## src/hdl/sram_test_defines.svh

```systemverilog
`ifndef SRAM_TEST_DEFINES_SVH
`define SRAM_TEST_DEFINES_SVH

// Word address width for sixteen words per macro
`define ADDR_SIZE 4

// Data word width
`define DATA_SIZE 8

// One mask bit per 4-bit nibble of the data word
`define WMASK_SIZE 2

// Number of SRAM macros on the chip
`define MAX_CHIPS 4

// Width of the chip index in the instruction word
`define SELECT_SIZE 2

// One port request holds addr, din, csb, web and wmask
`define PORT_SIZE (`ADDR_SIZE + `DATA_SIZE + 2 + `WMASK_SIZE)

// Full instruction word with chip select plus two port requests
`define TOTAL_SIZE (`SELECT_SIZE + 2 * `PORT_SIZE)

`endif

```

## src/hdl/sram_test_pkg.sv

```systemverilog
`include "sram_test_defines.svh"

package sram_test_pkg;

   // Request for one port of a macro with the most significant field first
   typedef struct packed {
      logic [`ADDR_SIZE-1:0]  addr;
      logic [`DATA_SIZE-1:0]  din;
      // Active-low chip select
      logic                   csb;
      // Active-low write enable
      logic                   web;
      logic [`WMASK_SIZE-1:0] wmask;
   } sram_port_t;

   // Instruction word as held in the scan register
   // Chip select sits on top and port1 occupies the low bits
   typedef struct packed {
      logic [`SELECT_SIZE-1:0] chip_select;
      sram_port_t              port0;
      sram_port_t              port1;
   } sram_instr_t;

   // Registered read words of one macro
   typedef struct packed {
      logic [`DATA_SIZE-1:0] data0;
      logic [`DATA_SIZE-1:0] data1;
   } sram_read_t;

endpackage

```

## src/hdl/dual_port_sram.sv

```systemverilog
`include "sram_test_defines.svh"

module dual_port_sram
   import sram_test_pkg::*;
(
   input  logic       clk,
   input  sram_port_t port0_req,
   input  sram_port_t port1_req,
   // Decoded chip selects take the place of the request csb fields
   input  logic       csb0,
   input  logic       csb1,
   output sram_read_t rdata
);

   localparam int DEPTH  = 2 ** `ADDR_SIZE;
   localparam int NIBBLE = `DATA_SIZE / `WMASK_SIZE;

   logic [`DATA_SIZE-1:0] mem [DEPTH];

   logic write0;
   logic write1;
   logic read0;
   logic read1;

   // Merge the enabled nibbles of the new data into the old word
   function automatic logic [`DATA_SIZE-1:0] masked_word(
      input logic [`DATA_SIZE-1:0]  old_word,
      input logic [`DATA_SIZE-1:0]  new_word,
      input logic [`WMASK_SIZE-1:0] mask
   );
      logic [`DATA_SIZE-1:0] result;
      result = old_word;
      for (int i = 0; i < `WMASK_SIZE; i++) begin
         if (mask[i]) begin
            result[i*NIBBLE +: NIBBLE] = new_word[i*NIBBLE +: NIBBLE];
         end
      end
      return result;
   endfunction

   assign write0 = !csb0 && !port0_req.web;
   assign write1 = !csb1 && !port1_req.web;
   assign read0  = !csb0 && port0_req.web;
   assign read1  = !csb1 && port1_req.web;

   // Port1 is applied last, so it wins a same-address collision
   always_ff @(posedge clk) begin
      if (write0) begin
         mem[port0_req.addr] <= masked_word(mem[port0_req.addr], port0_req.din,
                                            port0_req.wmask);
      end
      if (write1) begin
         mem[port1_req.addr] <= masked_word(mem[port1_req.addr], port1_req.din,
                                            port1_req.wmask);
      end
   end

   // Registered reads hold their output while the port is idle or writing
   always_ff @(posedge clk) begin
      if (read0) begin
         rdata.data0 <= mem[port0_req.addr];
      end
      if (read1) begin
         rdata.data1 <= mem[port1_req.addr];
      end
   end

endmodule

```

## src/hdl/port_decode.sv

```systemverilog
`include "sram_test_defines.svh"

module port_decode
   import sram_test_pkg::*;
(
   input  sram_instr_t           instr,
   // Requests shared by all macros
   output sram_port_t            port0,
   output sram_port_t            port1,
   // Per-macro active-low selects with one bit per chip
   output logic [`MAX_CHIPS-1:0] csb0,
   output logic [`MAX_CHIPS-1:0] csb1
);

   // Address, data, web and mask go to every macro unchanged
   always_comb begin
      port0 = instr.port0;
      port1 = instr.port1;
   end

   // Only the addressed chip sees the port's csb
   // Every other chip stays deselected
   always_comb begin
      csb0 = '1;
      csb1 = '1;
      csb0[instr.chip_select] = instr.port0.csb;
      csb1[instr.chip_select] = instr.port1.csb;
   end

endmodule

```

## src/hdl/scan_instr_reg.sv

```systemverilog
`include "sram_test_defines.svh"

module scan_instr_reg
   import sram_test_pkg::*;
(
   input  logic        clk,
   input  logic        reset,
   // Shift has highest priority and capture lowest
   input  logic        shift_en,
   input  logic        load_en,
   input  logic        capture_en,
   // Serial data enters at the least significant bit
   input  logic        scan_in,
   // Parallel word for a load
   input  sram_instr_t load_data,
   // Read words from every macro in the bank
   input  sram_read_t  read_data [`MAX_CHIPS],
   output sram_instr_t instr,
   output logic        scan_out
);

   // Read words of the chip that the instruction addresses
   sram_read_t selected;

   // Shifted version of the current word
   logic [`TOTAL_SIZE-1:0] shifted;

   // Pick the macro named by the stored chip select
   always_comb begin
      selected = read_data[instr.chip_select];
   end

   // Drop the top bit and take the next serial bit in at the bottom
   assign shifted = {instr[`TOTAL_SIZE-2:0], scan_in};

   always_ff @(posedge clk) begin
      if (reset) begin
         instr <= '0;
      end else if (shift_en) begin
         instr <= sram_instr_t'(shifted);
      end else if (load_en) begin
         instr <= load_data;
      end else if (capture_en) begin
         // Only the data fields are replaced
         // Address, controls and masks stay as loaded
         instr.port0.din <= selected.data0;
         instr.port1.din <= selected.data1;
      end
   end

   // Most significant bit leaves first on a shift
   assign scan_out = instr[`TOTAL_SIZE-1];

endmodule

```

## src/hdl/sram_bank.sv

```systemverilog
`include "sram_test_defines.svh"

module sram_bank
   import sram_test_pkg::*;
(
   input  logic                  clk,
   // Shared requests from the decoder
   input  sram_port_t            port0,
   input  sram_port_t            port1,
   // One select bit per macro and port
   input  logic [`MAX_CHIPS-1:0] csb0,
   input  logic [`MAX_CHIPS-1:0] csb1,
   // Read words of every macro indexed by chip number
   output sram_read_t            read_data [`MAX_CHIPS]
);

   // Every macro sees the same request
   // Its own csb bits decide whether it acts on it
   for (genvar chip = 0; chip < `MAX_CHIPS; chip++) begin : g_macro
      dual_port_sram i_sram (
         .clk       (clk),
         .port0_req (port0),
         .port1_req (port1),
         .csb0      (csb0[chip]),
         .csb1      (csb1[chip]),
         .rdata     (read_data[chip])
      );
   end

endmodule

```

## src/hdl/sram_test_chip.sv

```systemverilog
`include "sram_test_defines.svh"

module sram_test_chip
   import sram_test_pkg::*;
(
   input  logic                   clk,
   input  logic                   reset,
   // High selects the GPIO pins and low the LA pins
   input  logic                   in_select,
   // GPIO control
   input  logic                   gpio_in,
   input  logic                   gpio_scan,
   input  logic                   gpio_sram_load,
   // LA control
   input  logic                   la_in_load,
   input  logic                   la_sram_load,
   input  logic [`TOTAL_SIZE-1:0] la_data_in,
   output logic [`TOTAL_SIZE-1:0] la_data_out,
   output logic                   gpio_out
);

   logic shift_en;
   logic load_en;
   logic capture_en;

   sram_instr_t load_word;
   sram_instr_t instr;

   sram_port_t port0;
   sram_port_t port1;

   logic [`MAX_CHIPS-1:0] csb0;
   logic [`MAX_CHIPS-1:0] csb1;

   sram_read_t read_data [`MAX_CHIPS];

   // Only the pin set picked by in_select is obeyed
   // Scan comes only from GPIO and parallel load only from LA
   assign shift_en   = in_select && gpio_scan;
   assign load_en    = !in_select && la_in_load;
   assign capture_en = in_select ? gpio_sram_load : la_sram_load;

   assign load_word = sram_instr_t'(la_data_in);

   scan_instr_reg i_instr_reg (
      .clk        (clk),
      .reset      (reset),
      .shift_en   (shift_en),
      .load_en    (load_en),
      .capture_en (capture_en),
      .scan_in    (gpio_in),
      .load_data  (load_word),
      .read_data  (read_data),
      .instr      (instr),
      .scan_out   (gpio_out)
   );

   port_decode i_port_decode (
      .instr (instr),
      .port0 (port0),
      .port1 (port1),
      .csb0  (csb0),
      .csb1  (csb1)
   );

   sram_bank i_sram_bank (
      .clk       (clk),
      .port0     (port0),
      .port1     (port1),
      .csb0      (csb0),
      .csb1      (csb1),
      .read_data (read_data)
   );

   // Host sees the whole instruction word in parallel
   assign la_data_out = instr;

endmodule

```

## config.mk

```make
export PLATFORM = sky130hd
export DESIGN_NAME = sram_test_chip
export DESIGN_NICKNAME = d
export VERILOG_FILES = /design/src/hdl/sram_test_pkg.sv /design/src/hdl/dual_port_sram.sv /design/src/hdl/port_decode.sv /design/src/hdl/scan_instr_reg.sv /design/src/hdl/sram_bank.sv /design/src/hdl/sram_test_chip.sv
export VERILOG_INCLUDE_DIRS = /design/src /design/src/hdl
export SDC_FILE = /design/constraint.sdc
export NUM_CORES = 1
export LEC_CHECK = 0
export BUFFER_PORTS_ARGS = -buffer_cell sky130_fd_sc_hd__clkbuf_2
export CELL_PAD_IN_SITES_DETAIL_PLACEMENT = 1
export CELL_PAD_IN_SITES_GLOBAL_PLACEMENT = 2
export CORE_MARGIN = 2
export CORE_UTILIZATION = 45
export DETAILED_ROUTE_END_ITERATION = 10
export PLACE_DENSITY = 0.92
export SKIP_CTS_REPAIR_TIMING = 1
export SYNTH_ARGS = -nofsm -noshare
export SYNTH_HDL_FRONTEND = slang
export SYNTH_SLANG_ARGS = --single-unit
```

## constraint.sdc

```tcl
create_clock -name clk -period 2.6 [get_ports clk]
set_input_delay 0.13 -clock clk [delete_from_list [all_inputs] [get_ports clk]]
set_output_delay 0.13 -clock clk [all_outputs]
set_load 0.01 [all_outputs]
```

; After elaboration in Yosys (flattened, before gate mapping)
; Memory sizes are Yosys's and may differ from the RTL's. A register that Yosys moved wholly into a read port is not among the register bits.
; Index checks and enable logic that the tools add are counted.
[word_totals]
ramBits = 512
wordCells = 140
mem_count = 4
latchBits = 0
mem_bits_ro = 0
inputBits = 42
out_inout_bits = 35
ff_bits = 98
[classes]
n_reduce_logical = 32
eq_ne = 0
div_mod_pow = 0
n_addsub = 0
shifts = 0
n_mul = 0
bitwise_logic = 4
order_cmp = 3
n_mux = 78
[memory_table]
columns = memory, words, word_bits, rd, rd_clocked_by_memory_dff, write_ports, line
row1 = i_sram_bank.g_macro[0].i_sram.mem, 16, 8, 2, 2, 2, dual_port_sram.sv:18  ; logic [`DATA_SIZE-1:0] mem [DEPTH];
row2 = i_sram_bank.g_macro[1].i_sram.mem, 16, 8, 2, 2, 2, dual_port_sram.sv:18
row3 = i_sram_bank.g_macro[2].i_sram.mem, 16, 8, 2, 2, 2, dual_port_sram.sv:18
row4 = i_sram_bank.g_macro[3].i_sram.mem, 16, 8, 2, 2, 2, dual_port_sram.sv:18
[op_table]
columns = cell, count
row1 = two-way mux 4 bit, 49
row2 = two-way mux 8 bit, 5
row3 = two-way mux 34 bit, 1
row4 = binary-select mux 16 bit (select 2 bit), 1
row5 = two-way mux 16 bit, 2
row6 = logical AND 1 bit, 19
row7 = two-way mux 1 bit, 18
row8 = zero test 1 bit, 11
row9 = OR 4 bit, 2
row10 = two-way mux 6 bit, 1
row11 = inverter 4 bit, 1
row12 = "greater-or-equal comparator 3 bit, second input constant", 1
row13 = "less-than comparator 2 x 3 -> 1 bit, second input constant", 1
row14 = inverter 2 -> 3 bit, 1
row15 = nonzero test 3 bit, 1
row16 = demux 1 bit (select 2 bit), 1
row17 = "greater-or-equal comparator 2 x 1 -> 1 bit, second input constant", 1
row18 = nonzero test 2 bit, 1

; Depth between registers and ports, before layout
[logic_depth]
depth_word = 10
ltp_mapped = 11
mapped_depth_nobuf = 5

; Hierarchy
; A second synthesis with hierarchy kept.
[hier_totals]
cells_unflattened = 3059
hier_area_um2 = 38770.9
[modules_own_cells]
columns = mod, instances, cells_each, area_per_inst_um2
row1 = dual_port_sram (i_sram_bank.g_macro[1].i_sram ...), 3, 692, 9044.9
row2 = dual_port_sram (i_sram_bank.g_macro[0].i_sram), 1, 692, 9103.7
row3 = scan_instr_reg, 1, 248, 2198.4
row4 = port_decode, 1, 40, 302.8
row5 = sram_test_chip, 1, 3, 31.3

; Worst setup path before layout
; No wires, ideal clock.
[synth_timing]
path_type = register to register
from = register, netlist name i_instr_reg.instr[32]
to = register, netlist name i_sram_bank.g_macro[1].i_sram.rdata[0]
setup_ns = 0.395
path_slack_ns = 0.238
stages_incl_launch_ff = 5
t_arrival_ns = 1.967
synth_period_minus_slack_ns = 2.362
cell_sequence = dfxtp_1 > clkbuf_1 > buf_2 > clkbuf_1 > nor4bb_1
[synth_via]
elab_chain_len = 8
word_cells_on_any_way = 9
cone_classes = order compare (2) / mux (2) / bitwise (2) / reduce/logical (3)
[synth_lines]
columns = element, line
row1 = less-than comparator 2 x 3 -> 1 bit (implied by the code) or greater-or-equal comparator 2 x 1 -> 1 bit (tied branches), port_decode.sv:27  ; csb1[instr.chip_select] = instr.port1.csb;
row2 = logical AND 1 bit (implied by the code), port_decode.sv:27
row3 = two-way mux 1 bit (implied by the code), port_decode.sv:27
row4 = demux 1 bit (select 2 bit) *, --
row5 = inverter 4 bit (no source line) *, --
row6 = OR 4 bit (no source line) *, --
row7 = zero test 1 bit *, dual_port_sram.sv:44  ; assign read1 = !csb1 && port1_req.web;
row8 = logical AND 1 bit *, dual_port_sram.sv:44
row9 = via i_sram_bank.g_macro[1].i_sram.read1, dual_port_sram.sv:23  ; logic read1;
; Mark *: on every way through the listed nets, which the timed path passes. The rest lies on a longest branch.
; A chain may end at the register's enable or synchronous reset.

==> summary.md <==
| Metric | Value |
|---|---|
| Run status | `complete, but fails checks` |
| Violations in the final reports | `hold timing, setup timing` |
| Clock-pin slew reported for the worst setup and hold paths after clock tree synthesis | `0.07 ns` |
| Number of antenna violations at the first check in global routing | `2` |
| Core Footprint | `80290 um^2` |
| Non-Filler Instances | `4346` |
| Shortest clock period the worst path allows after layout | `2.702 ns` |
| Post-detailed-route DRC marker count | `0` |
| Later-pin clock latency in the skew report | `0.65 ns` |
| Worst slew margin | `0.2936` |
| Register area share after synthesis | `0.4983` |
| Bufs on Longest Clock Path | `3` |
| Vias per Instance | `7.237` |
| Buffers added on ports | `76` |
| Total clock buffers created by CTS | `67` |
| Final setup vio count | `45` |
| Area fraction of the dominant cell type after synthesis | `0.4752` |
| Deepest level of the CTS H-tree | `3` |
| Root Buffer | `clkbuf_16` |
| Mapped cell area | `36390 um^2` |
| Arrival @ worst endpoint | `3.18 ns` |
| Number of iterations in the first detailed-routing pass | `6` |
| Final period util | `1.039` |
| Final worst-path setup slack | `-0.1025 ns` |
| Average wire per standard cell | `36.52 um` |
| Cells taking the most area after synthesis | `edfxtp_1 48%, mux2i_1 14%, mux4_2 8.5%` |
| Via total after detailed routing | `31450` |
| Worst path required time | `3.08 ns` |
| Max-Cap Viols | `0` |
| Number of nets in the synthesized netlist | `3043` |
| Global-route wire length before repair | `217700 um` |
| Filler Cell Count | `8122` |
| HPWL reported at the end of detailed placement | `103000 um` |
| Slew Viols, Final | `0` |
| Worst min-delay path class | `input pin to register` |
| Via count of the first global-routing pass | `31720` |
| Die X | `288.4 um` |
| Number of synthesized flops with an enable pin | `576` |
| Proportion of layout cells with a drive suffix above 1 | `0.2556` |
| Proportion of synthesized flip-flops having asynchronous set or reset | `0` |
| Flop and latch count out of synthesis | `618` |
| Distinct cell type count of the synthesized netlist | `64` |
| Die Y | `288.4 um` |
| Commonest cells after routing, fill and taps aside | `576 x edfxtp_1, 521 x mux2i_1, 318 x buf_4` |
| RSZ-0062 raised after global routing | `true` |
| Leak Pwr | `15.03 nW` |
| Starting Density | `0.4533` |
| Warnings from Yosys | `0` |
| Number of sinks on the clock net | `618` |
| Share of the core filled with cells | `0.5328` |
| Area growth from synthesis to layout | `17.54%` |
| Highest clock rate | `370.0 MHz` |
| TritonCTS clock tree | `yes` |
| Capturing element type of the critical path | `register` |
| Total negative setup slack | `-1.690 ns` |
| Number of placed I/O pins | `77` |
| Number of hold violations in the final report | `10` |
| Transition time at the pin with the least slew margin | `1.060 ns` |
| Library cell occupying the most area in the post-synthesis netlist | `edfxtp_1` |
| Cell count after synthesis | `3001` |
| Total power divided by cell area | `690.7 nW/um^2` |
| Total routed wirelength | `158700 um` |
| Most common cell after layout, fill and taps aside | `edfxtp_1` |
| Synth Flop Type | `edfxtp_1` |
| Number of nets in the layout | `3274` |
| Number of rows in the core area | `104` |
| Detailed Route Iter0 Violations | `4923` |
| Fin Hold WS | `-0.04707 ns` |
| DIE AREA | `83170 um^2` |
| Maximum number of pins on one net before global-route repair | `45` |
| GRT Util Overall | `0.3628` |
| Critical setup path kind | `register to register` |
| Max Clock Skew | `0.02883 ns` |
| Total grt overflow | `0` |
| GP Congestion | `1.059` |
| Avg Cell Area, Syn | `12.13 um^2` |
| Largest voltage drop on the vdd net | `0.3892 mV` |
| Critical-path maximum fanout | `23` |
| Placed Instances | `4171` |
| Antenna Violating Nets Remaining | `0` |
| Launching element type of the critical path | `register` |
==> layout make-up <==
cell class              instances  area, um^2  share of cell area
flip-flops and latches        618       18160              0.4245
multi-input cells            2005       16640              0.3891
repair buffers                483        4265             0.09971
clock buffers                  85        1775             0.04150
well taps                    1060        1326             0.03100
clock inverters                35       384.1            0.008979
inverters                      57       214.0            0.005001
diodes                          3       7.507           0.0001755
==> through the flow <==
step,instance area [um^2],power [mW],setup slack (ns)
after floorplan,36390,16.35,0.2380
after global placement,39720,18.61,-0.007858
after detailed placement,39720,19.07,-0.2373
after CTS,41880,28.76,-0.3451
after global routing,42770,30.06,-0.1162
final,42780,29.55,-0.1025
==> registers in the layout, indices dropped and copies added (netlist names), named ones only <==
| signal | cells |
|---|---|
| i_instr_reg.instr | 34 |
| i_sram_bank.g_macro.i_sram.mem | 512 |
| i_sram_bank.g_macro.i_sram.rdata | 64 |
==> path summary, 6_finish.rpt <==
| path | from | to | slack (ns) | depth (start not counted) |
|---|---|---|---|---|
| worst max register to register | register | i_sram_bank.g_macro[2].i_sram.mem[0][5]$_DFFE_PP_ | -0.10 | 8 |
| worst min-delay path | la_data_in[25] | i_instr_reg.instr[25]$_SDFFE_PP0P_ | -0.05 | 5 |
| worst min register to register | i_instr_reg.instr[9]$_SDFFE_PP0P_ | i_instr_reg.instr[9]$_SDFFE_PP0P_ | 0.51 | 2 |
| worst max-delay path | register | i_sram_bank.g_macro[2].i_sram.mem[0][5]$_DFFE_PP_ | -0.10 | 8 |
==> logic make-up after synthesis <==
| logic type | after synthesis | synth area share |
|---|---|---|
| AO/OA/AOI/OAI | 728 | 0.1405 |
| buffers and inverters | 380 | 0.05098 |
| flip-flops | 618 | 0.4983 |
| multiplexers | 672 | 0.2326 |
| AND/OR/NAND/NOR | 603 | 0.07756 |
==> routing by layer <==
metal  share of wire  global-route usage
met5        0.000057                   0
met1            0.34              0.4427
met4           0.081              0.2430
met3            0.14              0.1088
met2            0.44              0.5572
==> cell usage after synthesis (7+ instances only) <==
master,instances
edfxtp_1,576
mux2i_1,523
nand3_1,275
o21ai_1,172
nand2_1,153
clkbuf_1,147
mux4_2,138
o21ai_0,123
nor2_1,100
buf_2,89
o22ai_1,65
a21oi_1,59
a221o_1,55
inv_1,54
dfxtp_1,42
a22o_1,30
buf_1,30
buf_4,30
a222oi_1,27
a21o_1,25
a211oi_1,24
a211oi_2,23
nand2b_1,22
buf_6,21
nor2b_1,21
a31o_2,18
o211ai_1,16
a311o_1,15
and2_1,15
o22ai_2,12
a221oi_1,11
mux2_2,11
o21ai_2,8
a22oi_1,7
==> where the power goes <==
part           switching, mW  internal, mW
Clock                   4.32          5.57
Sequential             0.280          11.7
Combinational           4.77          2.93
Total                   9.37          20.2
==> critical path, cell delays in order (launching register included) <==
cell and delay, ns:
dfxtp_4 0.38, buf_12 0.19, and2_4 0.20, buf_12 0.17, a222oi_1 0.71, a22o_1 0.39
o21ai_4 0.12, buf_12 0.19, mux2i_1 0.17
No activity file was read; power rests on OpenSTA's default activity.
